`src/design/arcade_pkg.sv`:
```
// Cabinet-side types for the tank game: joystick, tread command, cabinet input byte, variant
package arcade_pkg;

	////////////////////
	// Player controls
	////////////////////

	// One player's joystick byte
	// Bit order follows the host joystick word, right in bit 0 and coin in bit 7
	typedef struct packed {
		logic coin;
		logic start_2p;
		logic start_1p;
		logic fire;
		logic up;
		logic down;
		logic left;
		logic right;
	} joystick_t;

	// Tread drive, one forward and one back bit per side
	typedef struct packed {
		logic left_fw;
		logic left_bk;
		logic right_fw;
		logic right_bk;
	} tread_cmd_t;

	// Byte seen by the game core on its input port
	typedef struct packed {
		logic       coin;
		logic       start_2p;
		logic       start_1p;
		logic       fire;
		tread_cmd_t treads;
	} cabinet_in_t;

	////////////////////
	// Game variant
	////////////////////

	// Selected by the host before the ROM download
	typedef enum logic [7:0] {
		VARIANT_BATTLEZONE = 8'd0,
		VARIANT_BRADLEY    = 8'd1,
		VARIANT_REDBARON   = 8'd2,
		VARIANT_NONE       = 8'd255
	} variant_t;

endpackage

```
`src/design/download_pkg.sv`:
```
// Host download types: incoming beat, ROM write beat and download index codes
package download_pkg;

	////////////////////
	// Beat formats
	////////////////////

	// One byte from the host download stream
	typedef struct packed {
		logic [7:0]  index;
		logic [24:0] addr;
		logic [7:0]  data;
	} dl_beat_t;

	// Write toward the 64K program memory
	typedef struct packed {
		logic [15:0] addr;
		logic [7:0]  data;
	} rom_beat_t;

	////////////////////
	// Index codes
	////////////////////

	// Program ROM image
	localparam logic [7:0] IDX_ROM     = 8'd0;
	// Variant selection byte
	localparam logic [7:0] IDX_VARIANT = 8'd1;
	// DIP switch bytes
	localparam logic [7:0] IDX_DIPS    = 8'd254;

endpackage

```
`src/design/tread_mapper.sv`:
```
// Joystick merge and eight-way tread decode, registered into the cabinet input byte
`timescale 1ns/1ps

module tread_mapper
	import arcade_pkg::*;
(
	input  logic        clk_25,
	input  logic        arst_n,
	input  joystick_t   joy_p1,
	input  joystick_t   joy_p2,
	output cabinet_in_t cabinet_in
);

	joystick_t  merged;
	tread_cmd_t treads;

	// Either player may drive the single tank
	assign merged = joy_p1 | joy_p2;

	////////////////////
	// Direction table
	////////////////////

	// Order is up, down, left, right
	always_comb begin
		treads = '0;
		case ({merged.up, merged.down, merged.left, merged.right})
			// Up, both treads forward
			4'b1000: treads = '{left_fw: 1'b1, left_bk: 1'b0, right_fw: 1'b1, right_bk: 1'b0};
			// Up-left, pivot on the left tread
			4'b1010: treads.right_fw = 1'b1;
			// Up-right, pivot on the right tread
			4'b1001: treads.left_fw = 1'b1;
			// Right, spin in place clockwise
			4'b0001: treads = '{left_fw: 1'b1, left_bk: 1'b0, right_fw: 1'b0, right_bk: 1'b1};
			// Down-right
			4'b0101: treads.left_bk = 1'b1;
			// Down, both treads back
			4'b0100: treads = '{left_fw: 1'b0, left_bk: 1'b1, right_fw: 1'b0, right_bk: 1'b1};
			// Left, spin counter-clockwise
			4'b0010: treads = '{left_fw: 1'b0, left_bk: 1'b1, right_fw: 1'b1, right_bk: 1'b0};
			// Down-left
			4'b0110: treads.right_bk = 1'b1;
			// Conflicting or idle stick, tank stops
			default: treads = '0;
		endcase
	end

	////////////////////
	// Output register
	////////////////////

	always_ff @(posedge clk_25 or negedge arst_n) begin
		if (!arst_n) begin
			cabinet_in <= '0;
		end else begin
			cabinet_in.coin     <= merged.coin;
			cabinet_in.start_2p <= merged.start_2p;
			cabinet_in.start_1p <= merged.start_1p;
			cabinet_in.fire     <= merged.fire;
			cabinet_in.treads   <= treads;
		end
	end

endmodule

```
`src/design/download_router.sv`:
```
// Download beat router by index, with the credit count for the ROM write queue
`timescale 1ns/1ps

module download_router
	import download_pkg::*;
#(
	parameter int QUEUE_DEPTH = 4
) (
	input  logic      clk_25,
	input  logic      arst_n,
	input  logic      dl_valid,
	input  dl_beat_t  dl_beat,
	output logic      dl_busy,
	output logic      rom_push,
	output rom_beat_t rom_push_beat,
	input  logic      credit_return,
	output logic      cfg_wr,
	output dl_beat_t  cfg_beat
);

	localparam int CW = $clog2(QUEUE_DEPTH + 1);

	logic [CW-1:0] credit_cnt;
	logic          is_rom;
	logic          is_cfg;
	logic          rom_take;

	// Index decode
	assign is_rom   = dl_valid && (dl_beat.index == IDX_ROM);
	assign is_cfg   = dl_valid && (dl_beat.index == IDX_VARIANT || dl_beat.index == IDX_DIPS);
	// A ROM beat only goes out with a credit in hand, so the queue never overflows
	assign rom_take = is_rom && !dl_busy;
	// Out of credits, host has to wait
	assign dl_busy  = (credit_cnt == '0);

	// Strobes
	always_ff @(posedge clk_25 or negedge arst_n) begin
		if (!arst_n) begin
			rom_push <= 1'b0;
			cfg_wr   <= 1'b0;
		end else begin
			rom_push <= rom_take;
			cfg_wr   <= is_cfg;
		end
	end

	// Payloads, qualified by the strobes above
	always_ff @(posedge clk_25) begin
		if (rom_take) begin
			rom_push_beat.addr <= dl_beat.addr[15:0];
			rom_push_beat.data <= dl_beat.data;
		end
		if (is_cfg) begin
			cfg_beat <= dl_beat;
		end
	end

	////////////////////
	// Credit counter
	////////////////////

	// Spent on acceptance, restored by the queue's return pulse
	always_ff @(posedge clk_25 or negedge arst_n) begin
		if (!arst_n) begin
			credit_cnt <= CW'(QUEUE_DEPTH);
		end else begin
			case ({rom_take, credit_return})
				2'b10:   credit_cnt <= credit_cnt - 1'b1;
				2'b01:   credit_cnt <= credit_cnt + 1'b1;
				default: credit_cnt <= credit_cnt;
			endcase
		end
	end

	// Host honours dl_busy for ROM beats
	a_no_rom_when_busy: assert property (@(posedge clk_25) disable iff (!arst_n)
		(dl_valid && dl_beat.index == IDX_ROM) |-> !dl_busy)
		else $error("ROM beat sent with no credits");

	// Queue returns no more credits than were spent
	a_credit_bound: assert property (@(posedge clk_25) disable iff (!arst_n)
		credit_cnt <= CW'(QUEUE_DEPTH))
		else $error("credit count above queue depth");

endmodule

```
`src/design/core_config.sv`:
```
// Variant, DIP switch and core hold registers written from the download stream
`timescale 1ns/1ps

module core_config
	import arcade_pkg::*;
	import download_pkg::*;
(
	input  logic       clk_25,
	input  logic       arst_n,
	input  logic       cfg_wr,
	input  dl_beat_t   cfg_beat,
	input  logic       dl_active,
	input  logic       reset_req,
	output variant_t   variant,
	output logic [7:0] dip_bank_0,
	output logic [7:0] dip_bank_1,
	output logic       core_hold
);

	logic [7:0] dip_sw [8];
	logic       variant_wr;
	logic       dip_wr;

	assign variant_wr = cfg_wr && (cfg_beat.index == IDX_VARIANT);
	// Only addresses 0..7 map onto a switch byte
	assign dip_wr     = cfg_wr && (cfg_beat.index == IDX_DIPS) && (cfg_beat.addr[24:3] == '0);

	////////////////////
	// Variant
	////////////////////

	// No variant until the host sends one
	always_ff @(posedge clk_25 or negedge arst_n) begin
		if (!arst_n) begin
			variant <= VARIANT_NONE;
		end else if (variant_wr) begin
			variant <= variant_t'(cfg_beat.data);
		end
	end

	////////////////////
	// DIP switches
	////////////////////

	always_ff @(posedge clk_25 or negedge arst_n) begin
		if (!arst_n) begin
			for (int i = 0; i < 8; i++) begin
				dip_sw[i] <= '0;
			end
		end else if (dip_wr) begin
			dip_sw[cfg_beat.addr[2:0]] <= cfg_beat.data;
		end
	end

	// The game board reads two banks
	assign dip_bank_0 = dip_sw[0];
	assign dip_bank_1 = dip_sw[1];

	// Core stays stopped during a ROM load or a host reset
	always_ff @(posedge clk_25 or negedge arst_n) begin
		if (!arst_n) begin
			core_hold <= 1'b1;
		end else begin
			core_hold <= dl_active || reset_req;
		end
	end

endmodule

```
`src/design/rom_write_queue.sv`:
```
// Credit-returning FIFO of ROM write beats in front of the program memory
`timescale 1ns/1ps

module rom_write_queue
	import download_pkg::*;
#(
	parameter int QUEUE_DEPTH = 4
) (
	input  logic      clk_25,
	input  logic      arst_n,
	input  logic      rom_push,
	input  rom_beat_t rom_push_beat,
	output logic      credit_return,
	output logic      mem_wr,
	output rom_beat_t mem_beat,
	input  logic      mem_ready
);

	localparam int PW = (QUEUE_DEPTH > 1) ? $clog2(QUEUE_DEPTH) : 1;
	localparam int CW = $clog2(QUEUE_DEPTH + 1);

	rom_beat_t     slots [QUEUE_DEPTH];
	logic [PW-1:0] wr_ptr;
	logic [PW-1:0] rd_ptr;
	logic [CW-1:0] fill;
	logic          pop;

	// Head of queue is always on offer
	assign mem_wr   = (fill != '0);
	assign mem_beat = slots[rd_ptr];
	// Memory takes the head this cycle
	assign pop      = mem_wr && mem_ready;

	////////////////////
	// Storage
	////////////////////

	always_ff @(posedge clk_25) begin
		if (rom_push) begin
			slots[wr_ptr] <= rom_push_beat;
		end
	end

	////////////////////
	// Pointers and fill
	////////////////////

	// Explicit wrap keeps non-power-of-two depths legal
	always_ff @(posedge clk_25 or negedge arst_n) begin
		if (!arst_n) begin
			wr_ptr <= '0;
			rd_ptr <= '0;
		end else begin
			if (rom_push) begin
				wr_ptr <= (wr_ptr == PW'(QUEUE_DEPTH - 1)) ? '0 : wr_ptr + 1'b1;
			end
			if (pop) begin
				rd_ptr <= (rd_ptr == PW'(QUEUE_DEPTH - 1)) ? '0 : rd_ptr + 1'b1;
			end
		end
	end

	always_ff @(posedge clk_25 or negedge arst_n) begin
		if (!arst_n) begin
			fill <= '0;
		end else begin
			case ({rom_push, pop})
				2'b10:   fill <= fill + 1'b1;
				2'b01:   fill <= fill - 1'b1;
				default: fill <= fill;
			endcase
		end
	end

	// One credit back per entry that left, a cycle later
	always_ff @(posedge clk_25 or negedge arst_n) begin
		if (!arst_n) begin
			credit_return <= 1'b0;
		end else begin
			credit_return <= pop;
		end
	end

	// Router credits keep pushes away from a full queue
	a_no_push_full: assert property (@(posedge clk_25) disable iff (!arst_n)
		rom_push |-> (fill != CW'(QUEUE_DEPTH)))
		else $error("push into full ROM queue");

	// Stalled write holds its beat until memory takes it
	a_hold_stalled: assert property (@(posedge clk_25) disable iff (!arst_n)
		(mem_wr && !mem_ready) |=> (mem_wr && $stable(mem_beat)))
		else $error("mem_beat changed during stall");

endmodule

```
`src/design/tank_control_top.sv`:
```
// Tank game control front end: joystick decode, download routing, config and ROM queue
`timescale 1ns/1ps

module tank_control_top
	import arcade_pkg::*;
	import download_pkg::*;
#(
	parameter int QUEUE_DEPTH = 4
) (
	input  logic        clk_25,
	input  logic        arst_n,
	input  joystick_t   joy_p1,
	input  joystick_t   joy_p2,
	input  logic        dl_valid,
	input  dl_beat_t    dl_beat,
	input  logic        dl_active,
	input  logic        reset_req,
	output logic        dl_busy,
	output cabinet_in_t cabinet_in,
	output variant_t    variant,
	output logic [7:0]  dip_bank_0,
	output logic [7:0]  dip_bank_1,
	output logic        core_hold,
	output logic        mem_wr,
	output rom_beat_t   mem_beat,
	input  logic        mem_ready
);

	// Router to queue
	logic      rom_push;
	rom_beat_t rom_push_beat;
	logic      credit_return;
	// Router to config block
	logic      cfg_wr;
	dl_beat_t  cfg_beat;

	////////////////////
	// Cabinet inputs
	////////////////////

	tread_mapper u_tread_mapper (
		.clk_25     (clk_25),
		.arst_n     (arst_n),
		.joy_p1     (joy_p1),
		.joy_p2     (joy_p2),
		.cabinet_in (cabinet_in)
	);

	////////////////////
	// Download path
	////////////////////

	download_router #(
		.QUEUE_DEPTH (QUEUE_DEPTH)
	) u_download_router (
		.clk_25        (clk_25),
		.arst_n        (arst_n),
		.dl_valid      (dl_valid),
		.dl_beat       (dl_beat),
		.dl_busy       (dl_busy),
		.rom_push      (rom_push),
		.rom_push_beat (rom_push_beat),
		.credit_return (credit_return),
		.cfg_wr        (cfg_wr),
		.cfg_beat      (cfg_beat)
	);

	// Depth here must match the router's credit count
	rom_write_queue #(
		.QUEUE_DEPTH (QUEUE_DEPTH)
	) u_rom_write_queue (
		.clk_25        (clk_25),
		.arst_n        (arst_n),
		.rom_push      (rom_push),
		.rom_push_beat (rom_push_beat),
		.credit_return (credit_return),
		.mem_wr        (mem_wr),
		.mem_beat      (mem_beat),
		.mem_ready     (mem_ready)
	);

	core_config u_core_config (
		.clk_25     (clk_25),
		.arst_n     (arst_n),
		.cfg_wr     (cfg_wr),
		.cfg_beat   (cfg_beat),
		.dl_active  (dl_active),
		.reset_req  (reset_req),
		.variant    (variant),
		.dip_bank_0 (dip_bank_0),
		.dip_bank_1 (dip_bank_1),
		.core_hold  (core_hold)
	);

endmodule

```
`config.mk`:
```
export PLATFORM = sky130hd
export DESIGN_NAME = tank_control_top
export DESIGN_NICKNAME = d
export VERILOG_FILES = /design/src/design/arcade_pkg.sv /design/src/design/download_pkg.sv /design/src/design/tread_mapper.sv /design/src/design/download_router.sv /design/src/design/core_config.sv /design/src/design/rom_write_queue.sv /design/src/design/tank_control_top.sv
export SDC_FILE = /design/constraint.sdc
export NUM_CORES = 1
export LEC_CHECK = 0
export ABC_AREA = 0
export CAP_MARGIN = 20
export CORE_ASPECT_RATIO = 0.5
export CORE_MARGIN = 5
export CORE_UTILIZATION = 40
export CTS_BUF_LIST = sky130_fd_sc_hd__clkbuf_4 sky130_fd_sc_hd__clkbuf_8
export DETAILED_ROUTE_END_ITERATION = 10
export DONT_BUFFER_PORTS = 1
export SYNTH_ARGS = -nofsm -noshare
export SYNTH_HDL_FRONTEND = slang
export SYNTH_SLANG_ARGS = --single-unit
```
`constraint.sdc`:
```
create_clock -name clk_25 -period 2.6 [get_ports clk_25]
set_input_delay 0.52 -clock clk_25 [delete_from_list [all_inputs] [get_ports clk_25]]
set_output_delay 0.52 -clock clk_25 [all_outputs]
set_load 0.005 [all_outputs]
```
After elaboration in Yosys (flattened, before gate mapping)
Memories as Yosys holds them, arrays and structs flattened.
Cells that the tools add are included.
{"block": "totals", "memories": 1, "out_inout_bits": 59, "ff_bits": 159, "in_bits": 63, "mem_bits_rw": 96}
{"block": "op_classes", "n_addsub": 6, "reduce_logical": 21, "n_mux": 13, "magnitude_cmp": 2, "eq_ne": 18, "n_bitwise": 2}
{"memory": "u_rom_write_queue.slots", "words": 4, "width": 24, "rd": 1, "rd_clocked_by_memory_dff": 0, "write_ports": 1, "line_no": "rom_write_queue.sv:22", "rtl": "rom_beat_t slots [QUEUE_DEPTH];"}
{"operator": "bitwise mux 64 bit", "count": 1}
{"operator": "demux 8 bit (select 3 bit)", "count": 1}
{"operator": "zero test 22 bit", "count": 1}
{"operator": "== test 8 x 1 -> 1 bit, second input constant", "count": 2}
{"operator": "== test 8 bit, second input constant", "count": 2}
{"operator": "== test 4 x 3 -> 1 bit, second input constant", "count": 3}
{"operator": "== test 4 bit, second input constant", "count": 3}
{"operator": "case mux 3 bit (2 select lines)", "count": 2}
{"operator": "OR reduction 3 bit", "count": 4}
{"operator": "== test 2 bit, second input constant", "count": 4}
{"operator": "logical AND 1 bit", "count": 8}
{"operator": "zero test 8 bit", "count": 1}
{"operator": "2-to-1 mux 8 bit", "count": 1}
{"operator": "bitwise OR 8 bit", "count": 1}
{"operator": "adder 3 x 1 -> 3 bit, second input constant", "count": 2}
{"operator": "2-to-1 mux 1 bit", "count": 6}
{"operator": "subtractor 3 x 1 -> 3 bit, second input constant", "count": 2}
{"operator": "adder 2 x 1 -> 2 bit, second input constant", "count": 2}
{"operator": "== test 2 x 1 -> 1 bit, second input constant", "count": 2}
{"operator": "== test 4 x 1 -> 1 bit, second input constant", "count": 1}
{"operator": "== test 4 x 2 -> 1 bit, second input constant", "count": 1}
{"operator": "greater-or-equal comparator 4 bit, second input constant", "count": 1}
{"operator": "< comparator 4 x 1 -> 1 bit, second input constant", "count": 1}
{"operator": "2-to-1 mux 2 bit", "count": 2}
{"operator": "6 further kinds", "count": 8}

Logic depth before layout (Yosys ltp)
Gate-level depths: netlist of run 1.
{"block": "depth", "ltp_word": 6, "depth_mapped": 9, "depth_no_buf": 9}

Cells and area by module
From an unflattened synthesis of run 1, not the netlist that was laid out.
{"block": "hier_totals", "hier_cells": 350, "hier_area_um2": 7596.0}
{"mod": "rom_write_queue", "area_per_inst_um2": 3962.6, "cells_per_inst": 166, "instances": 1}
{"mod": "download_router", "area_per_inst_um2": 2234.6, "cells_per_inst": 89, "instances": 1}
{"mod": "core_config", "area_per_inst_um2": 1098.6, "cells_per_inst": 69, "instances": 1}
{"mod": "tread_mapper", "area_per_inst_um2": 300.3, "cells_per_inst": 26, "instances": 1}

Worst setup path before layout of run 1
Ideal clock, no wire load.
{"block": "synth_timing", "path_kind": "input to register", "from": "input port dl_beat[36] (netlist bit)", "to": "register u_download_router.cfg_beat[0] (netlist name)", "t_arrival_ns": 3.251, "slack_ns": -1.096, "stages": 4, "required_ns": 2.154, "n_path_buf": 0, "setup_ns": 0.446, "path_cell_list": "or4_1 nor4_1 a21oi_1 nor2b_1"}
{"block": "synth_between", "elab_chain_len": 3, "elab_cells_between_ends": 4}
{"element": "start: declaration", "line_no": "tank_control_top.sv:15", "rtl": "input dl_beat_t dl_beat,"}
{"element": "== test 8 x 1 -> 1 bit / == test 8 bit (equally long branches)", "line_no": "download_router.sv:30", "rtl": "assign is_cfg = dl_valid && (dl_beat.index == IDX_VARIANT || dl_beat.index == IDX_DIPS);"}
{"element": "logical OR 1 bit *", "line_no": "download_router.sv:30"}
{"element": "logical AND 1 bit *", "line_no": "download_router.sv:30"}
{"element": "via u_download_router.is_cfg", "line_no": "download_router.sv:25", "rtl": "logic is_cfg;"}
The timed path passes the listed nets; every way through them passes the cells marked *.
A chain may end at the register's enable or synchronous reset.

==> summary.md, run 1 <==
| Metric | Value |
|---|---|
| DR DRC count | `0` |
| IO Port Bufs | `0` |
| Post-synth EDFFs | `161` |
| Final GP Congestion | `0.727` |
| Area growth, synth to finish | `13.5%` |
| Pwr dens | `846 nW/um^2` |
| First-pass GRT wire length | `22,000 um` |
| Clock latency on the worst-skew pair | `540 ps` |
| Initial antenna violation count | `0` |
| Clock Skew | `20.7 ps` |
| Slew Limit Fails | `0` |
| RSZ-0062 raised after global routing | `no` |
| First DRT Iteration DRCs | `191` |
| Register bit count reported by yosys | `207` |
| TNS Setup | `0 ps` |
| Leak | `2.98 nW` |
| Worst Tran Pin Value | `633 ps` |
| Kind of critical path | `flip-flop to output pin` |
| Critical Path Sink | `mem_beat[17]` |
| Final instance area | `8470 um^2` |
| Worst setup SP type | `flip-flop` |
| Area leader, netlist | `edfxtp_1` |
| CP Max Fanout | `24` |
| Period utilization | `88.3%` |
| Initial cell density of the core | `40.7%` |
| Synth cell count leaders | `161 x edfxtp_1, 36 x dfrtp_1, 26 x mux2_2` |
| Asr flop ratio synth | `22.2%` |
| Detailed-route via count | `3,273` |
| Setup slack, reg-to-reg | `400 ps` |
| Hold crit path type | `primary input to flip-flop` |
| Nets | `457` |
| Diodes inserted | `0` |
| Top Ports | `122` |
| Synth area leaders | `edfxtp_1 65%, dfrtp_1 12%, mux4_2 7.2%, mux2_2 3.9%, dfstp_2 3.5%` |
| Clock-pin slew on the worst setup and hold paths | `70 ps` |
| Antenna Nets Post-Route | `0` |
| Longest Clk Path Bufs | `3` |
| Status | `finished clean` |
| Largest net degree at the start of global routing | `47` |
| Layout cells sized above 1 | `31.8%` |
| Vias in the first global route | `3,720` |
| Critical path arrival | `1780 ps` |
| Global-route usage over all layers | `13.4%` |
| Dpl hpwl | `9200 um` |
| Total global routing overflow | `0` |
| # H-tree levels | `1` |
| Top FF cell, synth | `edfxtp_1` |
| Die area | `21,600 um^2` |
| End of the worst register-to-register path | `u_core_config.dip_bank_0[2]` |
| Avg Cell Area, Syn | `21.4 um^2` |
| Hold depth | `0` |
| Cells after Synth | `349` |
| Post-synth top area share | `64.8%` |
| # rows | `35` |
| CP startpoint | `u_rom_write_queue.rd_ptr[0]` |
| Core box area | `18,300 um^2` |
| CTS buffer count | `30` |
| Cell Area, Synth | `7460 um^2` |
| Place WS | `31.7 ps` |
| Mapped Nets | `421` |
| Hold_ws | `67.3 ps` |
| Final wirelength | `14,200 um` |
| DR pass1 iterations | `4` |
| Placed Instance Area | `7840 um^2` |
| Post-synthesis sequential area ratio | `80.4%` |
| Peak supply drop | `0.000337 V` |
| Crit path largest cell delay | `580 ps` |
| Final setup margin | `304 ps` |
| Endpoint class of the critical path | `output pin` |
| CTS Root Cell | `clkbuf_8` |
| FF-to-FF Start | `u_download_router.cfg_beat[14]` |
| Critical-path top delay cell | `mux4_2` |
| Unique cell type count in the Yosys netlist | `38` |
| Fmax | `436 MHz` |
| CP cell instances | `buf_12, mux4_2` |
| Synth warnings | `0` |
| Worst-case reg-to-reg path depth | `5` |
| CTS tree | `yes` |
| Max Cap Viol | `0` |
| DIE WIDTH | `203 um` |
| Die extent in y | `107 um` |
| Routed WL per cell | `21.8 um` |
| CP Data Required Time | `2080 ps` |
| Final worst path period need | `2300 ps` |
| Clk sink count | `207` |
| Relative slew slack | `57.7%` |
| Hold Fails Final Rpt | `0` |
| Count of final setup violators | `0` |
| Vias per inst | `5.04` |
| Top-count cell post-synth | `edfxtp_1` |
## kinds of logic (layout without fill, tap and decap cells)
family                   after synthesis  count (layout)  synth area share, %
buffers and inverters                 16              76                0.889
AO/OA/AOI/OAI                         10              10                0.704
adder cells (fa/ha/maj)                9               9                 1.71
flip-flops                           207             207                 80.4
AND/OR/NAND/NOR                       50              50                 4.28
XOR/XNOR                               6               6                0.704
multiplexers                          51              51                 11.3
## where the power goes
part           internal [W]  switching, W  leakage (nW)
registers           0.00364     0.0000701          2.02
logic              0.000478      0.000475         0.642
clock network       0.00133       0.00117         0.315
## cell type report
class	instances	area, um^2
clock inverters	16	103
flip-flops and latches	207	6000
repair buffers	11	143
inverters	9	33.8
well taps	240	300
multi-input cells	126	1400
fillers	1497	9880
clock buffers	40	488
## through the flow
step,cells,total power (W),utilization (%)
floorplan,349,0.00449,-
global placement,591,0.00471,42.7
detailed placement,591,0.00475,42.7
CTS,649,0.00728,46.2
global route,649,0.00752,46.2
finish,649,0.00716,46.2
## worst min path at each step
| stage | startpoint | end |
|---|---|---|
| after global placement | arst_n | u_download_router.credit_cnt[0] |
| after detailed placement | arst_n | u_rom_write_queue.credit_return |
| after floorplan | arst_n | u_core_config.dip_bank_0[0] |
| after CTS | dl_beat[17] | u_download_router.rom_push_beat[17] |
| final | dl_beat[25] | u_download_router.cfg_beat[25] |
| after global routing | dl_beat[30] | u_download_router.cfg_beat[30] |
## critical path, delay by kind of cell, from the launching register on
family   cells  cell delay, ps
mux          1             580
flops        1             410
buf+inv      1             240
## flip-flops by register name, indices dropped and copies added, names as in the netlist
name                             flops
u_rom_write_queue.credit_return      1
u_rom_write_queue.wr_ptr             2
u_download_router.cfg_beat          41
u_download_router.cfg_wr             1
u_rom_write_queue.fill               3
u_core_config.variant                8
u_download_router.credit_cnt         3
u_rom_write_queue.rd_ptr             2
u_core_config.dip_bank_1             8
u_tread_mapper.cabinet_in            8
u_download_router.rom_push           1
u_download_router.rom_push_beat     24
u_core_config.dip_bank_0             8
u_rom_write_queue.slots             96
u_core_config.core_hold              1
## layout by cell type, fill, tap and decap left out, types with 3 or more instances in the layout
| master | instances |
|---|---|
| buf_12 | 3 |
| a21oi_1 | 3 |
| o21ai_0 | 6 |
| mux2_2 | 26 |
| and2_1 | 6 |
| nand4_1 | 3 |
| dfstp_2 | 10 |
| dfrtp_1 | 35 |
| edfxtp_1 | 161 |
| ha_1 | 7 |
| nor3_1 | 4 |
| or2_2 | 5 |
| inv_1 | 9 |
| nor2_1 | 9 |
| clkbuf_4 | 10 |
| mux4_2 | 24 |
| nand2_1 | 5 |
| clkinv_1 | 7 |
| buf_4 | 6 |
| xor2_1 | 4 |
| clkinv_2 | 6 |
| nor4_1 | 4 |
| clkbuf_8 | 30 |
## per-layer routing
layer / GRT usage (%) / up-vias / wire length [um]
met3: 3.51 / 25 / 734
met1: 16.9 / 1703 / 5930
met2: 23.2 / 95 / 7200
met4: 4.18 / 0 / 288
met5: 0 / - / 0
li1: - / 1450 / -
## what timing repair did
action	in CTS	in global routing
hold buffers	2	0
gates resized for setup	0	0
endpoints found under the hold margin	46	0
setup buffers	0	0
Power figures use the tool's default switching activity.
==> run 2: changes to the inputs <==
--- a/config.mk
+++ b/config.mk
@@ -13,6 +13,7 @@
 export CTS_BUF_LIST = sky130_fd_sc_hd__clkbuf_4 sky130_fd_sc_hd__clkbuf_8
 export DETAILED_ROUTE_END_ITERATION = 10
 export DONT_BUFFER_PORTS = 1
+export RECOVER_POWER = 100
 export SYNTH_ARGS = -nofsm -noshare
 export SYNTH_HDL_FRONTEND = slang
 export SYNTH_SLANG_ARGS = --single-unit
==> run 2 against run 1 <==
Effect of this change: utilization down 0.35 points; cell count unchanged; via count about the same; maximum frequency down 1.9%; clock power about the same; register-to-register slack worse by 140 ps; clock-buffer cell count unchanged; sequential share of layout area up 0.52 points; first-iteration DRC count down 14%; clock skew down 1.1 ps; largest cell class unchanged; highest routed layer unchanged.
==> summary.md, run 2 (same netlist as run 1, synthesis figures left out) <==
| Metric | Value |
|---|---|
| Vias in the first global route | `3,720 (unchanged)` |
| # Post-CTS Setup Buffers | `0 (unchanged)` |
| Kind of critical path | `flip-flop to output pin` |
| Dpl hpwl | `9200 um (unchanged)` |
| CP Data Required Time | `2080 ps (about the same)` |
| Post-cts sizing count | `0 (unchanged)` |
| Initial cell density of the core | `40.7% (unchanged)` |
| # rows | `35 (unchanged)` |
| Clock latency on the worst-skew pair | `540 ps (about the same)` |
| Vias per inst | `5.04 (about the same)` |
| Int Power | `0.00544 W (-0.17%)` |
| Largest net degree at the start of global routing | `47 (unchanged)` |
| Layout cells sized above 1 | `28.9% (-2.9 points)` |
| Pwr dens | `850 nW/um^2 (+0.56%)` |
| FF-to-FF Start | `u_download_router.cfg_beat[14]` |
| Leak | `2.95 nW (-1.0%)` |
| Antenna Nets Post-Route | `0 (unchanged)` |
| Fmax | `427 MHz (-1.9%)` |
| NetSw | `0.00171 W (-0.29%)` |
| # H-tree levels | `1 (unchanged)` |
| Count of final setup violators | `0 (unchanged)` |
| Critical path arrival | `1820 ps (+40 ps)` |
| Hold_ws | `68.3 ps (+1.04 ps)` |
| Routed WL per cell | `21.8 um (about the same)` |
| Endpoint class of the critical path | `output pin` |
| Peak supply drop | `0.000337 V (about the same)` |
| Global-route usage over all layers | `13.4% (unchanged)` |
| Most frequent cells in the layout | `161 x edfxtp_1, 36 x dfrtp_1, 30 x clkbuf_8, 25 x mux2_2, 24 x mux4_2` |
| Longest Clk Path Bufs | `3 (unchanged)` |
| CTS Root Cell | `clkbuf_8` |
| Combinational power share | `13.3% (about the same)` |
| Hold path endpoint | `u_download_router.cfg_beat[25]` |
| HP Start | `dl_beat[25]` |
| CP cell instances | `buf_12, mux4_2` |
| Slew Limit Fails | `0 (unchanged)` |
| Top reg by flops | `u_rom_write_queue.slots` |
| Setup slack, reg-to-reg | `260 ps (-140 ps)` |
| Worst Tran Pin Value | `1130 ps (+497 ps)` |
| Crit-path leading delay family | `multiplexers` |
| DR DRC count | `0 (unchanged)` |
| Most common cell after layout, fill and taps aside | `edfxtp_1` |
| Core box area | `18,300 um^2 (unchanged)` |
| CP Max Fanout | `24 (unchanged)` |
| Worst setup SP type | `flip-flop` |
| CTS tree | `yes` |
| Critical-path top delay cell | `mux4_2` |
| Detailed-route via count | `3,271 (-0.061%)` |
| First-pass GRT wire length | `22,000 um (unchanged)` |
| Hold crit path type | `primary input to flip-flop` |
| Sequential power share | `51.8% (about the same)` |
| Worst-case reg-to-reg path depth | `5 (unchanged)` |
| DIE WIDTH | `203 um (unchanged)` |
| Sw frac | `23.9% (about the same)` |
| First DRT Iteration DRCs | `164 (-14%)` |
| DR pass1 iterations | `4 (unchanged)` |
| Largest regs | `u_rom_write_queue.slots (96), u_download_router.cfg_beat (41), u_download_router.rom_push_beat (24)` |
| Final wirelength | `14,100 um (about the same)` |
| Period utilization | `90.0% (+1.7 points)` |
| Max reg flops | `96 (unchanged)` |
| Final GP Congestion | `0.727 (unchanged)` |
| CTS Hold Bufs | `2 (unchanged)` |
| Clock Skew | `19.6 ps (-1.13 ps)` |
| TNS Setup | `0 ps (unchanged)` |
| Initial antenna violation count | `0 (unchanged)` |
| End of the worst register-to-register path | `u_core_config.dip_bank_0[2]` |
| Clock-pin slew on the worst setup and hold paths | `70 ps (about the same)` |
| Nets | `457 (unchanged)` |
| Top Ports | `122 (unchanged)` |
| CTS buffer count | `30 (unchanged)` |
| Area growth, synth to finish | `12.7%` |
| Clk sink count | `207 (unchanged)` |
| Die extent in y | `107 um (unchanged)` |
| Crit path buffers/inverters | `1 (unchanged)` |
| Clk pwr share | `34.9% (about the same)` |
| RSZ-0062 raised after global routing | `no` |
| Relative slew slack | `24.7% (-33 points)` |
| IO Port Bufs | `0 (unchanged)` |
| Status | `finished clean` |
| Hold depth | `0 (unchanged)` |
| Diodes inserted | `0 (unchanged)` |
| Tot Pwr | `0.00715 W (-0.20%)` |
| Max Cap Viol | `0 (unchanged)` |
| Crit path largest cell delay | `580 ps (about the same)` |
| Final worst path period need | `2340 ps (+43.4 ps)` |
| Die area | `21,600 um^2 (unchanged)` |
| Total global routing overflow | `0 (unchanged)` |
| # fillers | `1,504 (+0.47%)` |
| Hold Fails Final Rpt | `0 (unchanged)` |
## run 2: routing by layer
metal	GRT usage, %	vias to the layer above	routed length, um	share of wire, %
met5	0	-	0	0
met4	4.18	0	286	2.0
met1	16.9	1699	5970	42
met3	3.51	25	730	5.2
met2	23.2	95	7160	51
li1	-	1452	-	-
## run 2: power by group through the flow
stage,clock (W),combinational (W),sequential [W]
2_1_floorplan,0,0.000743,0.00375
4_1_cts,0.00258,0.000997,0.00371
3_3_place_gp,0,0.000941,0.00377
6_report,0.00249,0.000948,0.00370
3_5_place_dp,0,0.000973,0.00378
5_1_grt,0.00274,0.00105,0.00372
## run 2: how the worst max path moves through the flow
stage,startpoint,to,cells past startpoint
5_1_grt,u_download_router.cfg_beat[14],u_core_config.dip_bank_1[4],4
2_1_floorplan,dl_beat[36],u_download_router.cfg_beat[0],4
4_1_cts,u_rom_write_queue.rd_ptr[0],mem_beat[1],2
3_3_place_gp,dl_beat[36],u_download_router.credit_cnt[1],7
3_5_place_dp,dl_beat[36],u_download_router.credit_cnt[1],7
6_report,u_rom_write_queue.rd_ptr[0],mem_beat[17],2
## run 2: layout make-up
| cell class | count | area (um^2) | area share [%] |
|---|---|---|---|
| Clock inverter | 16 | 103 | 1.22 |
| Inverter | 9 | 33.8 | 0.402 |
| Sequential cell | 207 | 6000 | 71.4 |
| Multi-Input combinational cell | 126 | 1390 | 16.5 |
| Clock buffer | 40 | 488 | 5.81 |
| Tap cell | 240 | 300 | 3.57 |
| Timing Repair Buffer | 11 | 95.1 | 1.13 |
## run 2: metrics by stage
stage	instance area [um^2]	utilization [%]	std cells	setup slack, ps
finish	8410	45.8	649	260
global route	8410	45.8	649	120
CTS	8470	46.2	649	245
detailed placement	7840	42.7	591	31.7
global placement	7840	42.7	591	114
floorplan	7470	-	349	123
==> run 3: changes to the inputs <==
--- a/config.mk
+++ b/config.mk
@@ -13,6 +13,7 @@
 export CTS_BUF_LIST = sky130_fd_sc_hd__clkbuf_4 sky130_fd_sc_hd__clkbuf_8
 export DETAILED_ROUTE_END_ITERATION = 10
 export DONT_BUFFER_PORTS = 1
+export GPL_ROUTABILITY_DRIVEN = 0
 export RECOVER_POWER = 100
 export SYNTH_ARGS = -nofsm -noshare
 export SYNTH_HDL_FRONTEND = slang
==> constraint.sdc (replaced) <==
create_clock -name clk_25 -period 2.6 [get_ports clk_25]
set_input_delay 0.52 -clock clk_25 [delete_from_list [all_inputs] [get_ports clk_25]]
set_output_delay 0.52 -clock clk_25 [all_outputs]
set_load 0.02 [all_outputs]
==> run 3 against run 2 <==
Effect of this change: critical path depth up 2; combinational power up 26%; clock power down 4%; non-clock buffer count up 1; routed wire length down 0.29%; via count up 0.79%; maximum frequency down 2.7%; highest routed layer unchanged.
==> summary.md, run 3 (same netlist as run 1, synthesis figures left out) <==
| Metric | Value |
|---|---|
| Status | `finished clean` |
| CTS tree | `yes` |
| Period utilization | `92.5% (+2.5 points)` |
| TNS Setup | `0 ps (unchanged)` |
| Crit-path leading delay family | `simple AND/OR/NAND/NOR gates` |
| Crit path largest cell delay | `580 ps (about the same)` |
| Vias in the first global route | `3,767 (+1.3%)` |
| CTS buffer count | `30 (unchanged)` |
| Hold depth | `0 (unchanged)` |
| Layout cells sized above 1 | `27.9% (-0.95 points)` |
| Detailed-route via count | `3,297 (+0.79%)` |
| Fin cells | `645 (-0.62%)` |
| Dpl hpwl | `9110 um (-0.94%)` |
| Vias per inst | `5.11 (+1.4%)` |
| Relative slew slack | `20.3% (-4.3 points)` |
| Final worst path period need | `2400 ps (+65.4 ps)` |
| Fmax | `416 MHz (-2.7%)` |
| Endpoint class of the critical path | `flip-flop` |
| Core box area | `18,300 um^2 (unchanged)` |
| # rows | `35 (unchanged)` |
| Final setup margin | `195 ps (-65.4 ps)` |
| RSZ-0062 raised after global routing | `no` |
| Total global routing overflow | `0 (unchanged)` |
| CP Max Fanout | `8 (-67%)` |
| Clock-pin slew on the worst setup and hold paths | `60 ps (about the same)` |
| Clock Skew | `24.1 ps (+4.54 ps)` |
| Hold_ws | `57.6 ps (-10.7 ps)` |
| Area growth, synth to finish | `12.0%` |
| CP Data Required Time | `3020 ps (+940 ps)` |
| CTS Root Cell | `clkbuf_8` |
| Diodes inserted | `0 (unchanged)` |
| Hold Fails Final Rpt | `0 (unchanged)` |
| Slew Limit Fails | `0 (unchanged)` |
| CP cell instances | `or4_1, nor4_1, nand4_2, mux2_2` |
| Max reg flops | `96 (unchanged)` |
| Peak supply drop | `0.000360 V (+7.1%)` |
| Kind of critical path | `flip-flop to flip-flop` |
| Worst Tran Pin Value | `1190 ps (+65.1 ps)` |
| DR pass1 iterations | `4 (unchanged)` |
| Die area | `21,600 um^2 (unchanged)` |
| First-pass GRT wire length | `22,100 um (+0.25%)` |
| Worst setup SP type | `flip-flop` |
| # H-tree levels | `1 (unchanged)` |
| Most frequent cells in the layout | `161 x edfxtp_1, 36 x dfrtp_1, 32 x clkbuf_8, 26 x mux2_2, 24 x mux4_2` |
| Critical-path top delay cell | `or4_1` |
| Die extent in y | `107 um (unchanged)` |
| Global-route usage over all layers | `13.3% (-0.12 points)` |
| Final wirelength | `14,100 um (-0.29%)` |
| First DRT Iteration DRCs | `147 (-10%)` |
| IO Port Bufs | `0 (unchanged)` |
| Fin util | `45.5% (-0.29 points)` |
| Longest Clk Path Bufs | `3 (unchanged)` |
| Place WS | `45.0 ps (+13.3 ps)` |
| Worst-case reg-to-reg path depth | `4 (-1)` |
| Most common cell after layout, fill and taps aside | `edfxtp_1` |
| Pwr dens | `872 nW/um^2 (+2.5%)` |
| DR DRC count | `0 (unchanged)` |
| # Post-CTS Setup Buffers | `0 (unchanged)` |
| Count of final setup violators | `0 (unchanged)` |
| Top Ports | `122 (unchanged)` |
| Largest regs | `u_rom_write_queue.slots (96), u_download_router.cfg_beat (41), u_download_router.rom_push_beat (24)` |
| Nets | `458 (+0.22%)` |
| Crit path buffers/inverters | `0 (-1)` |
| Critical path arrival | `2820 ps (+1000 ps)` |
| Antenna Nets Post-Route | `0 (unchanged)` |
| Post-cts sizing count | `0 (unchanged)` |
| DIE WIDTH | `203 um (unchanged)` |
| Top reg by flops | `u_rom_write_queue.slots` |
| Clock latency on the worst-skew pair | `550 ps (about the same)` |
| Initial antenna violation count | `0 (unchanged)` |
| Initial cell density of the core | `40.7% (unchanged)` |
| Largest net degree at the start of global routing | `47 (unchanged)` |
| Clk sink count | `207 (unchanged)` |
| Max Cap Viol | `0 (unchanged)` |
| Placed insts | `592 (+0.17%)` |
| Routed WL per cell | `21.9 um (+0.33%)` |
| Leak | `2.92 nW (-0.86%)` |
| WP depth | `4 (+2)` |
| Hold crit path type | `primary input to flip-flop` |
run 3: metal layers:
layer | share of wire [%] | vias up | global-route usage [%]
li1 | - | 1446 | -
met4 | 2.1 | 0 | 3.56
met5 | 0 | - | 0
met2 | 52 | 93 | 23.3
met3 | 6.2 | 29 | 3.99
met1 | 40 | 1729 | 16.3
run 3: what timing repair did:
action / 4_1_cts / 5_1_grt
hold endpoints to repair: 46 / 0
setup endpoints to repair: 0 / 0
hold buffers: 2 / 0
run 3: path summary, 6_finish.rpt:
path / start / endpoint / slack, ps
min reg2reg: u_rom_write_queue.fill[2] / u_rom_write_queue.fill[2] / 460
max reg2reg: u_download_router.cfg_beat[14] / u_core_config.dip_bank_1[3] / 200
max: u_download_router.cfg_beat[14] / u_core_config.dip_bank_1[3] / 200
max in group asynchronous: arst_n / u_core_config.dip_bank_1[5] / 1150
min: dl_beat[21] / u_download_router.cfg_beat[21] / 60
min in group asynchronous: arst_n / u_download_router.credit_cnt[0] / 760
run 3: final cells by class:
| cell class | instances | area (um^2) |
|---|---|---|
| clock buffer | 40 | 500 |
| clock inverter | 11 | 51.3 |
| fill | 1514 | 10000 |
| inverter | 9 | 33.8 |
| multi-input combinational | 126 | 1380 |
| sequential | 207 | 6000 |
| tap | 240 | 300 |
| timing repair buffer | 12 | 83.8 |
run 3: worst reg2reg max path: stages, from the launching register on:
cell	delay (ps)
edfxtp_1	350
or4_1	580
nor4_1	450
nand4_2	460
mux2_2	430
run 3: metrics by stage:
step	total power (W)	instance area (um^2)
after floorplan	0.00474	7470
after global placement	0.00496	7850
after detailed placement	0.00501	7850
after CTS	0.00744	8440
after global routing	0.00765	8350
final	0.00728	8350
run 3: power by group:
part / internal (W) / switching (W)
logic: 0.000488 / 0.000705
clock network: 0.00124 / 0.00114
registers: 0.00363 / 0.0000755
